===== src/include/bp_config.svh =====
`ifndef BP_CONFIG_SVH
`define BP_CONFIG_SVH

// global history length, newest outcome lands in bit 0
`define BP_HISTORY_BITS 8

// program counter width
`define BP_PC_BITS 32

// pattern table index width, gshare XORs pc bits with the full history
`define BP_PHT_INDEX_BITS `BP_HISTORY_BITS

// counters per pattern table
`define BP_PHT_ENTRIES (1 << `BP_PHT_INDEX_BITS)

`endif

===== src/rtl/bp_pkg.sv =====
`include "bp_config.svh"

package bp_pkg;

    // fetch address of a branch
    typedef logic [`BP_PC_BITS-1:0] pc_t;

    // global history, bit 0 is the youngest branch
    typedef logic [`BP_HISTORY_BITS-1:0] history_t;

    // index into gshare, simple or meta table
    typedef logic [`BP_PHT_INDEX_BITS-1:0] pht_index_t;

    // 2-bit saturating counter, msb set = taken (meta: gshare chosen)
    typedef logic [1:0] counter_t;

    localparam counter_t COUNTER_MIN = 2'd0; // strongly not taken, also the reset value
    localparam counter_t COUNTER_MAX = 2'd3; // strongly taken

endpackage


===== src/rtl/tournament_predictor.sv =====
`timescale 1ns/1ps

// request stage -> core lookup -> response stage, resolve goes straight to the core
module tournament_predictor (
    input  logic              clock,
    input  logic              reset,

    // request port
    input  logic              req_valid,
    input  bp_pkg::pc_t       req_pc,
    output logic              req_ready,

    // response port
    output logic              resp_valid,
    output bp_pkg::pc_t       resp_pc,
    output logic              resp_taken,
    output logic              resp_gshare_taken,
    output logic              resp_simple_taken,
    output bp_pkg::history_t  resp_history,
    input  logic              resp_ready,

    // resolve port
    input  logic              resolve_valid,
    input  bp_pkg::pc_t       resolve_pc,
    input  bp_pkg::history_t  resolve_history,
    input  logic              resolve_taken,
    input  logic              resolve_predicted,
    input  logic              resolve_gshare_taken,
    input  logic              resolve_simple_taken
);

    import bp_pkg::*;

    logic     lookup_valid;
    pc_t      lookup_pc;
    logic     lookup_ready;
    logic     lookup_taken;
    logic     lookup_gshare_taken;
    logic     lookup_simple_taken;
    history_t lookup_history;
    logic     resp_free;
    logic     flush;           // mispredict, clears both stages

    bp_request_stage i_request_stage (
        .clock        (clock),
        .reset        (reset),
        .req_valid    (req_valid),
        .req_pc       (req_pc),
        .req_ready    (req_ready),
        .flush        (flush),
        .lookup_valid (lookup_valid),
        .lookup_pc    (lookup_pc),
        .lookup_ready (lookup_ready)
    );

    bp_predictor_core i_predictor_core (
        .clock                (clock),
        .reset                (reset),
        .lookup_valid         (lookup_valid),
        .lookup_pc            (lookup_pc),
        .lookup_ready         (lookup_ready),
        .lookup_taken         (lookup_taken),
        .lookup_gshare_taken  (lookup_gshare_taken),
        .lookup_simple_taken  (lookup_simple_taken),
        .lookup_history       (lookup_history),
        .resp_free            (resp_free),
        .resolve_valid        (resolve_valid),
        .resolve_pc           (resolve_pc),
        .resolve_history      (resolve_history),
        .resolve_taken        (resolve_taken),
        .resolve_predicted    (resolve_predicted),
        .resolve_gshare_taken (resolve_gshare_taken),
        .resolve_simple_taken (resolve_simple_taken),
        .flush                (flush)
    );

    bp_response_stage i_response_stage (
        .clock               (clock),
        .reset               (reset),
        .flush               (flush),
        .lookup_valid        (lookup_valid),
        .lookup_pc           (lookup_pc),
        .lookup_taken        (lookup_taken),
        .lookup_gshare_taken (lookup_gshare_taken),
        .lookup_simple_taken (lookup_simple_taken),
        .lookup_history      (lookup_history),
        .resp_free           (resp_free),
        .resp_valid          (resp_valid),
        .resp_pc             (resp_pc),
        .resp_taken          (resp_taken),
        .resp_gshare_taken   (resp_gshare_taken),
        .resp_simple_taken   (resp_simple_taken),
        .resp_history        (resp_history),
        .resp_ready          (resp_ready)
    );

endmodule


===== src/rtl/bp_response_stage.sv =====
`timescale 1ns/1ps

// one-entry output register, holds a prediction until fetch takes it
module bp_response_stage (
    input  logic              clock,
    input  logic              reset,
    input  logic              flush,

    // finished lookup from the core
    input  logic              lookup_valid,
    input  bp_pkg::pc_t       lookup_pc,
    input  logic              lookup_taken,
    input  logic              lookup_gshare_taken,
    input  logic              lookup_simple_taken,
    input  bp_pkg::history_t  lookup_history,
    output logic              resp_free,

    // fetch side
    output logic              resp_valid,
    output bp_pkg::pc_t       resp_pc,
    output logic              resp_taken,
    output logic              resp_gshare_taken,
    output logic              resp_simple_taken,
    output bp_pkg::history_t  resp_history,
    input  logic              resp_ready
);

    import bp_pkg::*;

    logic     entry_valid;
    pc_t      entry_pc;        // payload regs below have no reset
    logic     entry_taken;
    logic     entry_gshare_taken;
    logic     entry_simple_taken;
    history_t entry_history;

    // room when empty or draining this cycle
    assign resp_free = !entry_valid || resp_ready;

    always_ff @(posedge clock) begin
        if (reset) begin
            entry_valid <= 1'b0;
        end else if (flush) begin
            entry_valid <= 1'b0;               // held prediction is squashed
        end else if (resp_free) begin
            entry_valid <= lookup_valid;
        end
    end

    // payload frozen while stalled
    always_ff @(posedge clock) begin
        if (resp_free && lookup_valid) begin
            entry_pc           <= lookup_pc;
            entry_taken        <= lookup_taken;
            entry_gshare_taken <= lookup_gshare_taken;
            entry_simple_taken <= lookup_simple_taken;
            entry_history      <= lookup_history;
        end
    end

    assign resp_valid        = entry_valid;
    assign resp_pc           = entry_pc;
    assign resp_taken        = entry_taken;
    assign resp_gshare_taken = entry_gshare_taken;
    assign resp_simple_taken = entry_simple_taken;
    assign resp_history      = entry_history;

endmodule


===== src/rtl/bp_predictor_core.sv =====
`timescale 1ns/1ps
`include "bp_config.svh"

// tournament core: gshare + bimodal components, meta chooser, speculative ghr
module bp_predictor_core (
    input  logic              clock,
    input  logic              reset,

    // lookup request from the request stage
    input  logic              lookup_valid,
    input  bp_pkg::pc_t       lookup_pc,
    output logic              lookup_ready,

    // lookup result toward the response stage
    output logic              lookup_taken,
    output logic              lookup_gshare_taken,
    output logic              lookup_simple_taken,
    output bp_pkg::history_t  lookup_history,
    input  logic              resp_free,       // response stage can take an entry

    // resolve from the branch unit, no back-pressure
    input  logic              resolve_valid,
    input  bp_pkg::pc_t       resolve_pc,
    input  bp_pkg::history_t  resolve_history,
    input  logic              resolve_taken,   // actual outcome
    input  logic              resolve_predicted,
    input  logic              resolve_gshare_taken,
    input  logic              resolve_simple_taken,

    output logic              flush
);

    import bp_pkg::*;

    // pattern tables
    counter_t gshare_pht [`BP_PHT_ENTRIES];
    counter_t simple_pht [`BP_PHT_ENTRIES];
    counter_t meta_pht   [`BP_PHT_ENTRIES];  // msb set picks gshare

    history_t history;                       // speculative ghr

    // lookup side
    pht_index_t lookup_simple_idx;           // also the meta index
    pht_index_t lookup_gshare_idx;
    logic       lookup_fire;                 // lookup moves into the response stage

    // resolve side
    pht_index_t resolve_simple_idx;
    pht_index_t resolve_gshare_idx;
    logic       gshare_right;
    logic       simple_right;
    counter_t   gshare_next;
    counter_t   simple_next;
    counter_t   meta_next;
    history_t   repair_history;

    // one saturating step toward up/down
    function automatic counter_t sat_step(input counter_t ctr, input logic up);
        counter_t next_ctr;
        next_ctr = ctr;
        if (up && (ctr != COUNTER_MAX)) begin
            next_ctr = ctr + 2'd1;
        end else if (!up && (ctr != COUNTER_MIN)) begin
            next_ctr = ctr - 2'd1;
        end
        return next_ctr;
    endfunction

    // lookup, tables read live
    always_comb begin
        lookup_simple_idx   = lookup_pc[`BP_PHT_INDEX_BITS-1:0];
        lookup_gshare_idx   = lookup_pc[`BP_PHT_INDEX_BITS-1:0] ^ history;
        lookup_gshare_taken = gshare_pht[lookup_gshare_idx][1];
        lookup_simple_taken = simple_pht[lookup_simple_idx][1];
        // chooser msb decides which component drives the prediction
        lookup_taken   = meta_pht[lookup_simple_idx][1] ? lookup_gshare_taken
                                                        : lookup_simple_taken;
        lookup_history = history;            // history this prediction was made with
    end

    // consumed whenever the response stage has room
    assign lookup_ready = resp_free;
    assign lookup_fire  = lookup_valid && resp_free;

    // mispredict detect
    assign flush = resolve_valid && (resolve_taken != resolve_predicted);

    // training, indices rebuilt from what the response carried
    always_comb begin
        resolve_simple_idx = resolve_pc[`BP_PHT_INDEX_BITS-1:0];
        resolve_gshare_idx = resolve_pc[`BP_PHT_INDEX_BITS-1:0] ^ resolve_history;
        gshare_right = (resolve_gshare_taken == resolve_taken);
        simple_right = (resolve_simple_taken == resolve_taken);
        gshare_next  = sat_step(gshare_pht[resolve_gshare_idx], resolve_taken);
        simple_next  = sat_step(simple_pht[resolve_simple_idx], resolve_taken);
        // up toward gshare when only gshare was right, else down toward simple
        meta_next    = sat_step(meta_pht[resolve_simple_idx], gshare_right);
        // history as if the branch had been predicted correctly
        repair_history = {resolve_history[`BP_HISTORY_BITS-2:0], resolve_taken};
    end

    // table writes land at the resolve edge, same-cycle lookup sees old value
    always_ff @(posedge clock) begin
        if (reset) begin
            for (int i = 0; i < `BP_PHT_ENTRIES; i++) begin
                gshare_pht[i] <= COUNTER_MIN;
                simple_pht[i] <= COUNTER_MIN;
                meta_pht[i]   <= COUNTER_MIN;
            end
        end else if (resolve_valid) begin
            gshare_pht[resolve_gshare_idx] <= gshare_next;  // both components always train
            simple_pht[resolve_simple_idx] <= simple_next;
            if (gshare_right != simple_right) begin
                meta_pht[resolve_simple_idx] <= meta_next;  // only when they disagree in result
            end
        end
    end

    // ghr: repair beats the speculative shift
    always_ff @(posedge clock) begin
        if (reset) begin
            history <= '0;
        end else if (flush) begin
            history <= repair_history;
        end else if (lookup_fire) begin
            history <= {history[`BP_HISTORY_BITS-2:0], lookup_taken};
        end
    end

endmodule


===== src/rtl/bp_request_stage.sv =====
`timescale 1ns/1ps

// one-entry skid between fetch and the table lookup
module bp_request_stage (
    input  logic          clock,
    input  logic          reset,

    // fetch side
    input  logic          req_valid,
    input  bp_pkg::pc_t   req_pc,
    output logic          req_ready,

    // mispredict from the core
    input  logic          flush,

    // core side
    output logic          lookup_valid,
    output bp_pkg::pc_t   lookup_pc,
    input  logic          lookup_ready
);

    import bp_pkg::*;

    logic entry_valid; // stage holds a request
    pc_t  entry_pc;    // payload, no reset needed

    logic accept;      // fetch handshake this cycle

    // free when empty or when the core takes the entry this cycle
    // a flush cycle never takes a new request
    always_comb begin
        req_ready = (!entry_valid || lookup_ready) && !flush;
    end

    assign accept = req_valid && req_ready;

    // occupancy
    always_ff @(posedge clock) begin
        if (reset) begin
            entry_valid <= 1'b0;
        end else if (flush) begin
            entry_valid <= 1'b0;           // drop the in-flight request
        end else if (req_ready) begin
            entry_valid <= req_valid;      // refill or go empty
        end
    end

    // payload only moves on a handshake
    always_ff @(posedge clock) begin
        if (accept) begin
            entry_pc <= req_pc;
        end
    end

    assign lookup_valid = entry_valid;
    assign lookup_pc    = entry_pc;

endmodule


===== config.mk =====
export PLATFORM = sky130hd
export DESIGN_NAME = tournament_predictor
export DESIGN_NICKNAME = d
export VERILOG_FILES = /design/src/rtl/bp_pkg.sv /design/src/rtl/tournament_predictor.sv /design/src/rtl/bp_response_stage.sv /design/src/rtl/bp_predictor_core.sv /design/src/rtl/bp_request_stage.sv
export VERILOG_INCLUDE_DIRS = /design/src /design/src/include
export SDC_FILE = /design/constraint.sdc
export NUM_CORES = 2
export LEC_CHECK = 0
export BUFFER_PORTS_ARGS = -buffer_cell sky130_fd_sc_hd__clkbuf_2
export CORE_ASPECT_RATIO = 0.75
export CORE_UTILIZATION = 40
export DETAILED_ROUTE_END_ITERATION = 16
export GPL_ROUTABILITY_DRIVEN = 0
export HOLD_SLACK_MARGIN = 0.1
export PLACE_DENSITY = 0.58
export SLEW_MARGIN = 20
export SYNTH_ARGS = -nofsm -noshare
export SYNTH_HDL_FRONTEND = slang
export SYNTH_HIERARCHICAL = 1
export SYNTH_SLANG_ARGS = --single-unit

===== constraint.sdc =====
create_clock -name clock -period 6.4 [get_ports clock]
set_input_delay 0.32 -clock clock [delete_from_list [all_inputs] [get_ports clock]]
set_output_delay 0.32 -clock clock [all_outputs]
set_load 0.02 [all_outputs]

Word level (Yosys, flattened, before mapping):

Memories as Yosys holds them, arrays and structs flattened. A register that Yosys moved wholly into a read port is not among the register bits.
Index checks and enable logic that the tools add are counted.

* memories: 3
* bits of input ports: 81
* RAM bits: 1536
* ROM bits: 0
* logic and storage cells: 81
* register bits after elaboration: 85
* bits in latches: 0

Memories
* i_predictor_core.gshare_pht: depth 256, bits a word 2, rd ports 2, clocked after Yosys merged registers in 0, wr ports 256, RTL line bp_predictor_core.sv:36 `` counter_t gshare_pht [`BP_PHT_ENTRIES]; ``
* i_predictor_core.meta_pht: depth 256, bits a word 2, rd ports 2, clocked after Yosys merged registers in 1, wr ports 256, RTL line bp_predictor_core.sv:38 `` counter_t meta_pht [`BP_PHT_ENTRIES]; ``
* i_predictor_core.simple_pht: depth 256, bits a word 2, rd ports 2, clocked after Yosys merged registers in 1, wr ports 256, RTL line bp_predictor_core.sv:37 `` counter_t simple_pht [`BP_PHT_ENTRIES]; ``

* reduce and logical (&&, ||, !) cells: 25
* shift operators: 0
* multiplexer cells: 29
* add/subtract/negate cells: 6
* eq/ne operators: 7
* divide/modulo/power cells: 0
* $mul: 0
* bitwise logic cells: 2
* order comparisons: 0

Operators by type and width (number)
* $mux 8: 7
* $mux 2: 9
* $xor 8x8->8: 2
* $mux 1: 13
* $logic_and 1x1->1: 10
* $reduce_bool 2->1: 4
* $reduce_or 2->1: 4
* $add 2x1->2 const B: 3
* $ne 2x2->1 const B: 3
* $sub 2x1->2 const B: 3
* $logic_not 1->1: 5
* $eq 1x1->1: 2
* $logic_or 1x1->1: 2
* $ne 1x1->1: 2

Logic depth before layout (Yosys ltp):

* depth after elaboration: 8
* mapped depth: 19
* mapped depth without buffers: 13

Hierarchy:

Netlist, hierarchy kept.

Modules (own cells, without submodules)
* bp_predictor_core: cells each 6446, area an instance 81909.8 um^2, instances 1
* bp_response_stage: cells each 48, area an instance 1348.8 um^2, instances 1
* bp_request_stage: cells each 38, area an instance 1022.2 um^2, instances 1

Worst setup path after synthesis:

Ideal clock, no wire load.

* kind: input -> register
* from: in resolve_pc[1]
* to: mem i_predictor_core/simple_pht[170][0] (netlist bit), data pin
* arrival time: 4.271 ns
* path slack: 1.864 ns
* data required time: 6.135 ns
* stages: 15
* setup time: 0.265 ns
* path buffers: 6
* cell sequence: buf_2 -> buf_1 -> clkbuf_1 -> clkbuf_1 -> mux4_2 -> mux4_2 -> mux4_2 -> nand3_1 -> nand3_1 -> ha_1 -> mux2_2 -> xor2_1 -> clkbuf_1 -> buf_1 -> nor2_1

RTL lines
* start: declaration: RTL line tournament_predictor.sv:24 `input bp_pkg::pc_t resolve_pc,`
* end: declaration: RTL line bp_predictor_core.sv:37

==> flow_summary.ini <==
[outcome]
violations = DRC
status = complete, but fails checks

[power]
power_leakage_uw = 0.03261
seqPwrFrac_pct = 44.4
internal-power_uw = 19180
switchingPower_uw = 8322
p_per_area_nw_per_um2 = 291.8
pwr-share-clk_pct = 35.9
power.share.switching_pct = 30.26
p_comb_share_pct = 19.7
ir_drop_mv = 0.3515

[final_layout]
multi_input_area_um2 = 33560
syn2layout_area_growth_pct = 11.82
fin_nets = 6513
layout_common_cells = 1611 x edfxtp_1, 1371 x nor2_1, 666 x mux4_2
n_fill_cell = 18480
seqCellArea_um2 = 48580
drive_gt1_share_pct = 19.74
final_common_cell = edfxtp_1

[setup_path]
path_class = in -> reg
critPathArrivalTime_ps = 6150
start_kind = input port
cp_max_fo = 99
required_ps = 6910
worstSetupEndpointType = register

[floorplan]
die_w_um = 532.0
die_area_um2 = 212600
fp.dieH_um = 399.5
placementRows = 145
core-area_um2 = 208800
io_pins = 126
start_util_pct = 40.36

[clocking]
clk_pin_slew_ps = 60
clock_path_buffers = 3
clock-sinks = 1621
clk_latency_ps = 840
h-tree-depth = 4
cts-root-buf = clkbuf_16
post-cts-setup-buffer-count = 0
cts_tree = done
cts_buffers = 173

[synthesis]
synth.avg_cell_area_um2 = 12.90
async_flop_share_pct = 0
synth_top_flop_cell = edfxtp_1
syn-instance-count = 6532
synth-warning-count = 6
syn_nets = 6619
yosysSeqAreaShare_pct = 57.64
synth_cell_types = 59
synth_seq_cells = 1621
synth_edf_count = 1611
synth_area_um2 = 84280

[grt]
antenna_found_initial = 12
grt_first_pass_wirelength_um = 386400
overflow = 0
grt_pass1_vias = 55480
grt_max_degree = 167
track_usage_pct = 24.98

[routing]
wirelength_um = 267500
vias = 57560
wl_per_cell_um = 28.58
drc = 48
vias_per_cell = 6.149
drt-initial-drc-count = 8874
dr.pass1.iters = 12
ant_nets = 0

[timing]
fmax_ghz = 0.1772
finalCritPeriodShare_pct = 88.16
hold_viol = 0
drv_slew = 0
setup_viol = 0
min_period_ps = 5642
finalClockSkew_ps = 40.70
max-slew-margin-rel_pct = 18.59
hold_slack_ps = 214.2
tightest_slew_ps = 1218
rsz0062_at_grt = no
finalSetupTns_ps = 0

[run]
drv_cap = 0

[hold_path]
min_path_type = in -> reg

[place]
dp_hpwl_um = 168600
port_buffers = 101
[layout make-up]
cell class	count	share of cell area (%)
timing repair buffer	346	3.275
sequential	1621	51.55
clock buffer	227	4.851
tap	2793	3.708
antenna	2	0.005311
clock inverter	87	0.9334
inverter	16	0.06373
multi-input combinational	4268	35.62
[routing by layer]
| metal | track usage, % | part of all wire (%) |
|---|---|---|
| met1 | 36.96 | 41 |
| met2 | 36.38 | 43 |
| met3 | 6.073 | 12 |
| met4 | 7.169 | 2.9 |
| met5 | 0 | 0.010 |
[power groups by stage]
stage	registers (uW)	clock network, uW	logic (uW)
after floorplan	12300	0	3400
after global placement	12400	0	5290
after detailed placement	12400	0	5310
after CTS	12200	10000	5350
after global routing	12300	10400	5620
final	12200	9860	5420
[registers in the layout, indices dropped and copies added, names as in the netlist]
name / flops
i_predictor_core/gshare_pht: 512
i_predictor_core/lookup_history: 8
i_predictor_core/meta_pht: 512
i_predictor_core/simple_pht: 512
i_request_stage/lookup_pc: 32
i_request_stage/lookup_valid: 1
i_response_stage/resp_gshare_taken: 1
i_response_stage/resp_history: 8
i_response_stage/resp_pc: 32
i_response_stage/resp_simple_taken: 1
i_response_stage/resp_taken: 1
i_response_stage/resp_valid: 1
[cells by family (layout without fill, tap and decap cells)]
logic type,count (synthesis),in the layout,synth area share [%]
AND/OR/NAND/NOR,3188,3188,17.11
flip-flops,1621,1621,57.64
XOR/XNOR,36,36,0.3741
buffers and inverters,643,676,3.276
adder cells (fa/ha/maj),6,6,0.08907
other,0,2,0
AO/OA/AOI/OAI,248,248,2.219
multiplexers,790,790,19.29
[stage by stage]
| stage | total power, uW | setup slack [ps] | util (%) | std cells | area [um^2] |
|---|---|---|---|---|---|
| after floorplan | 15750 | 1864 | - | 6532 | 84280 |
| after global placement | 17720 | 696.9 | 42.26 | 8992 | 88240 |
| after detailed placement | 17750 | 614.1 | 42.26 | 8992 | 88250 |
| after CTS | 27590 | 951.8 | 45.11 | 9356 | 94200 |
| after global routing | 28290 | 555.6 | 45.13 | 9358 | 94230 |
| final | 27500 | 757.8 | 45.13 | 9360 | 94240 |
[final timing paths]
check	startpoint	to	slack, ps	cells after the start
worst max register to register	i_request_stage/lookup_pc[0]$_DFFE_PP_	i_predictor_core/lookup_history[0]$_SDFFE_PP0P_	1510	9
worst max-delay path	resolve_history[0]	i_predictor_core/gshare_pht[42][1]$_SDFFCE_PN0P_	760	18
worst min register to register	i_request_stage/lookup_pc[26]$_DFFE_PP_	i_response_stage/resp_pc[26]$_DFFE_PP_	420	0
worst min-delay path	req_pc[25]	i_request_stage/lookup_pc[25]$_DFFE_PP_	210	2
[synth_stat cells, types with 18 or more instances]
library cell  instances  area, um^2
nand2_1             533        2001
nand2b_1            657        4110
buf_2               137       685.7
xor2_1               18       157.7
buf_1                48       180.2
xnor2_1              18       157.7
nand3_1             276        1381
mux4_2              666       15000
clkbuf_1            400        1501
buf_4                37       277.8
a21o_1              107       803.3
nor3_1              272        1361
edfxtp_1           1611       48380
nor2_1             1411        5296
mux2i_1             107        1071
[worst max-delay path, cell delays in order]
cell and delay [ps]:
dlygate4sd3_1 530, clkbuf_2 240, xnor2_2 960, buf_4 440
mux4_2 560, mux2i_1 200, mux2_2 180, a2111oi_0 90
buf_4 220, a221oi_1 500, and3_1 290, inv_1 50
ha_1 280, nor2b_1 170, a41oi_1 90, a21oi_4 340
buf_12 440, nor3_1 90
[timing repair]
item                      in CTS  in global routing
resized for setup              0                  0
hold endpoints to repair      43                  0
hold buffers                  50                  0
No activity file was read; power rests on OpenSTA's default activity.
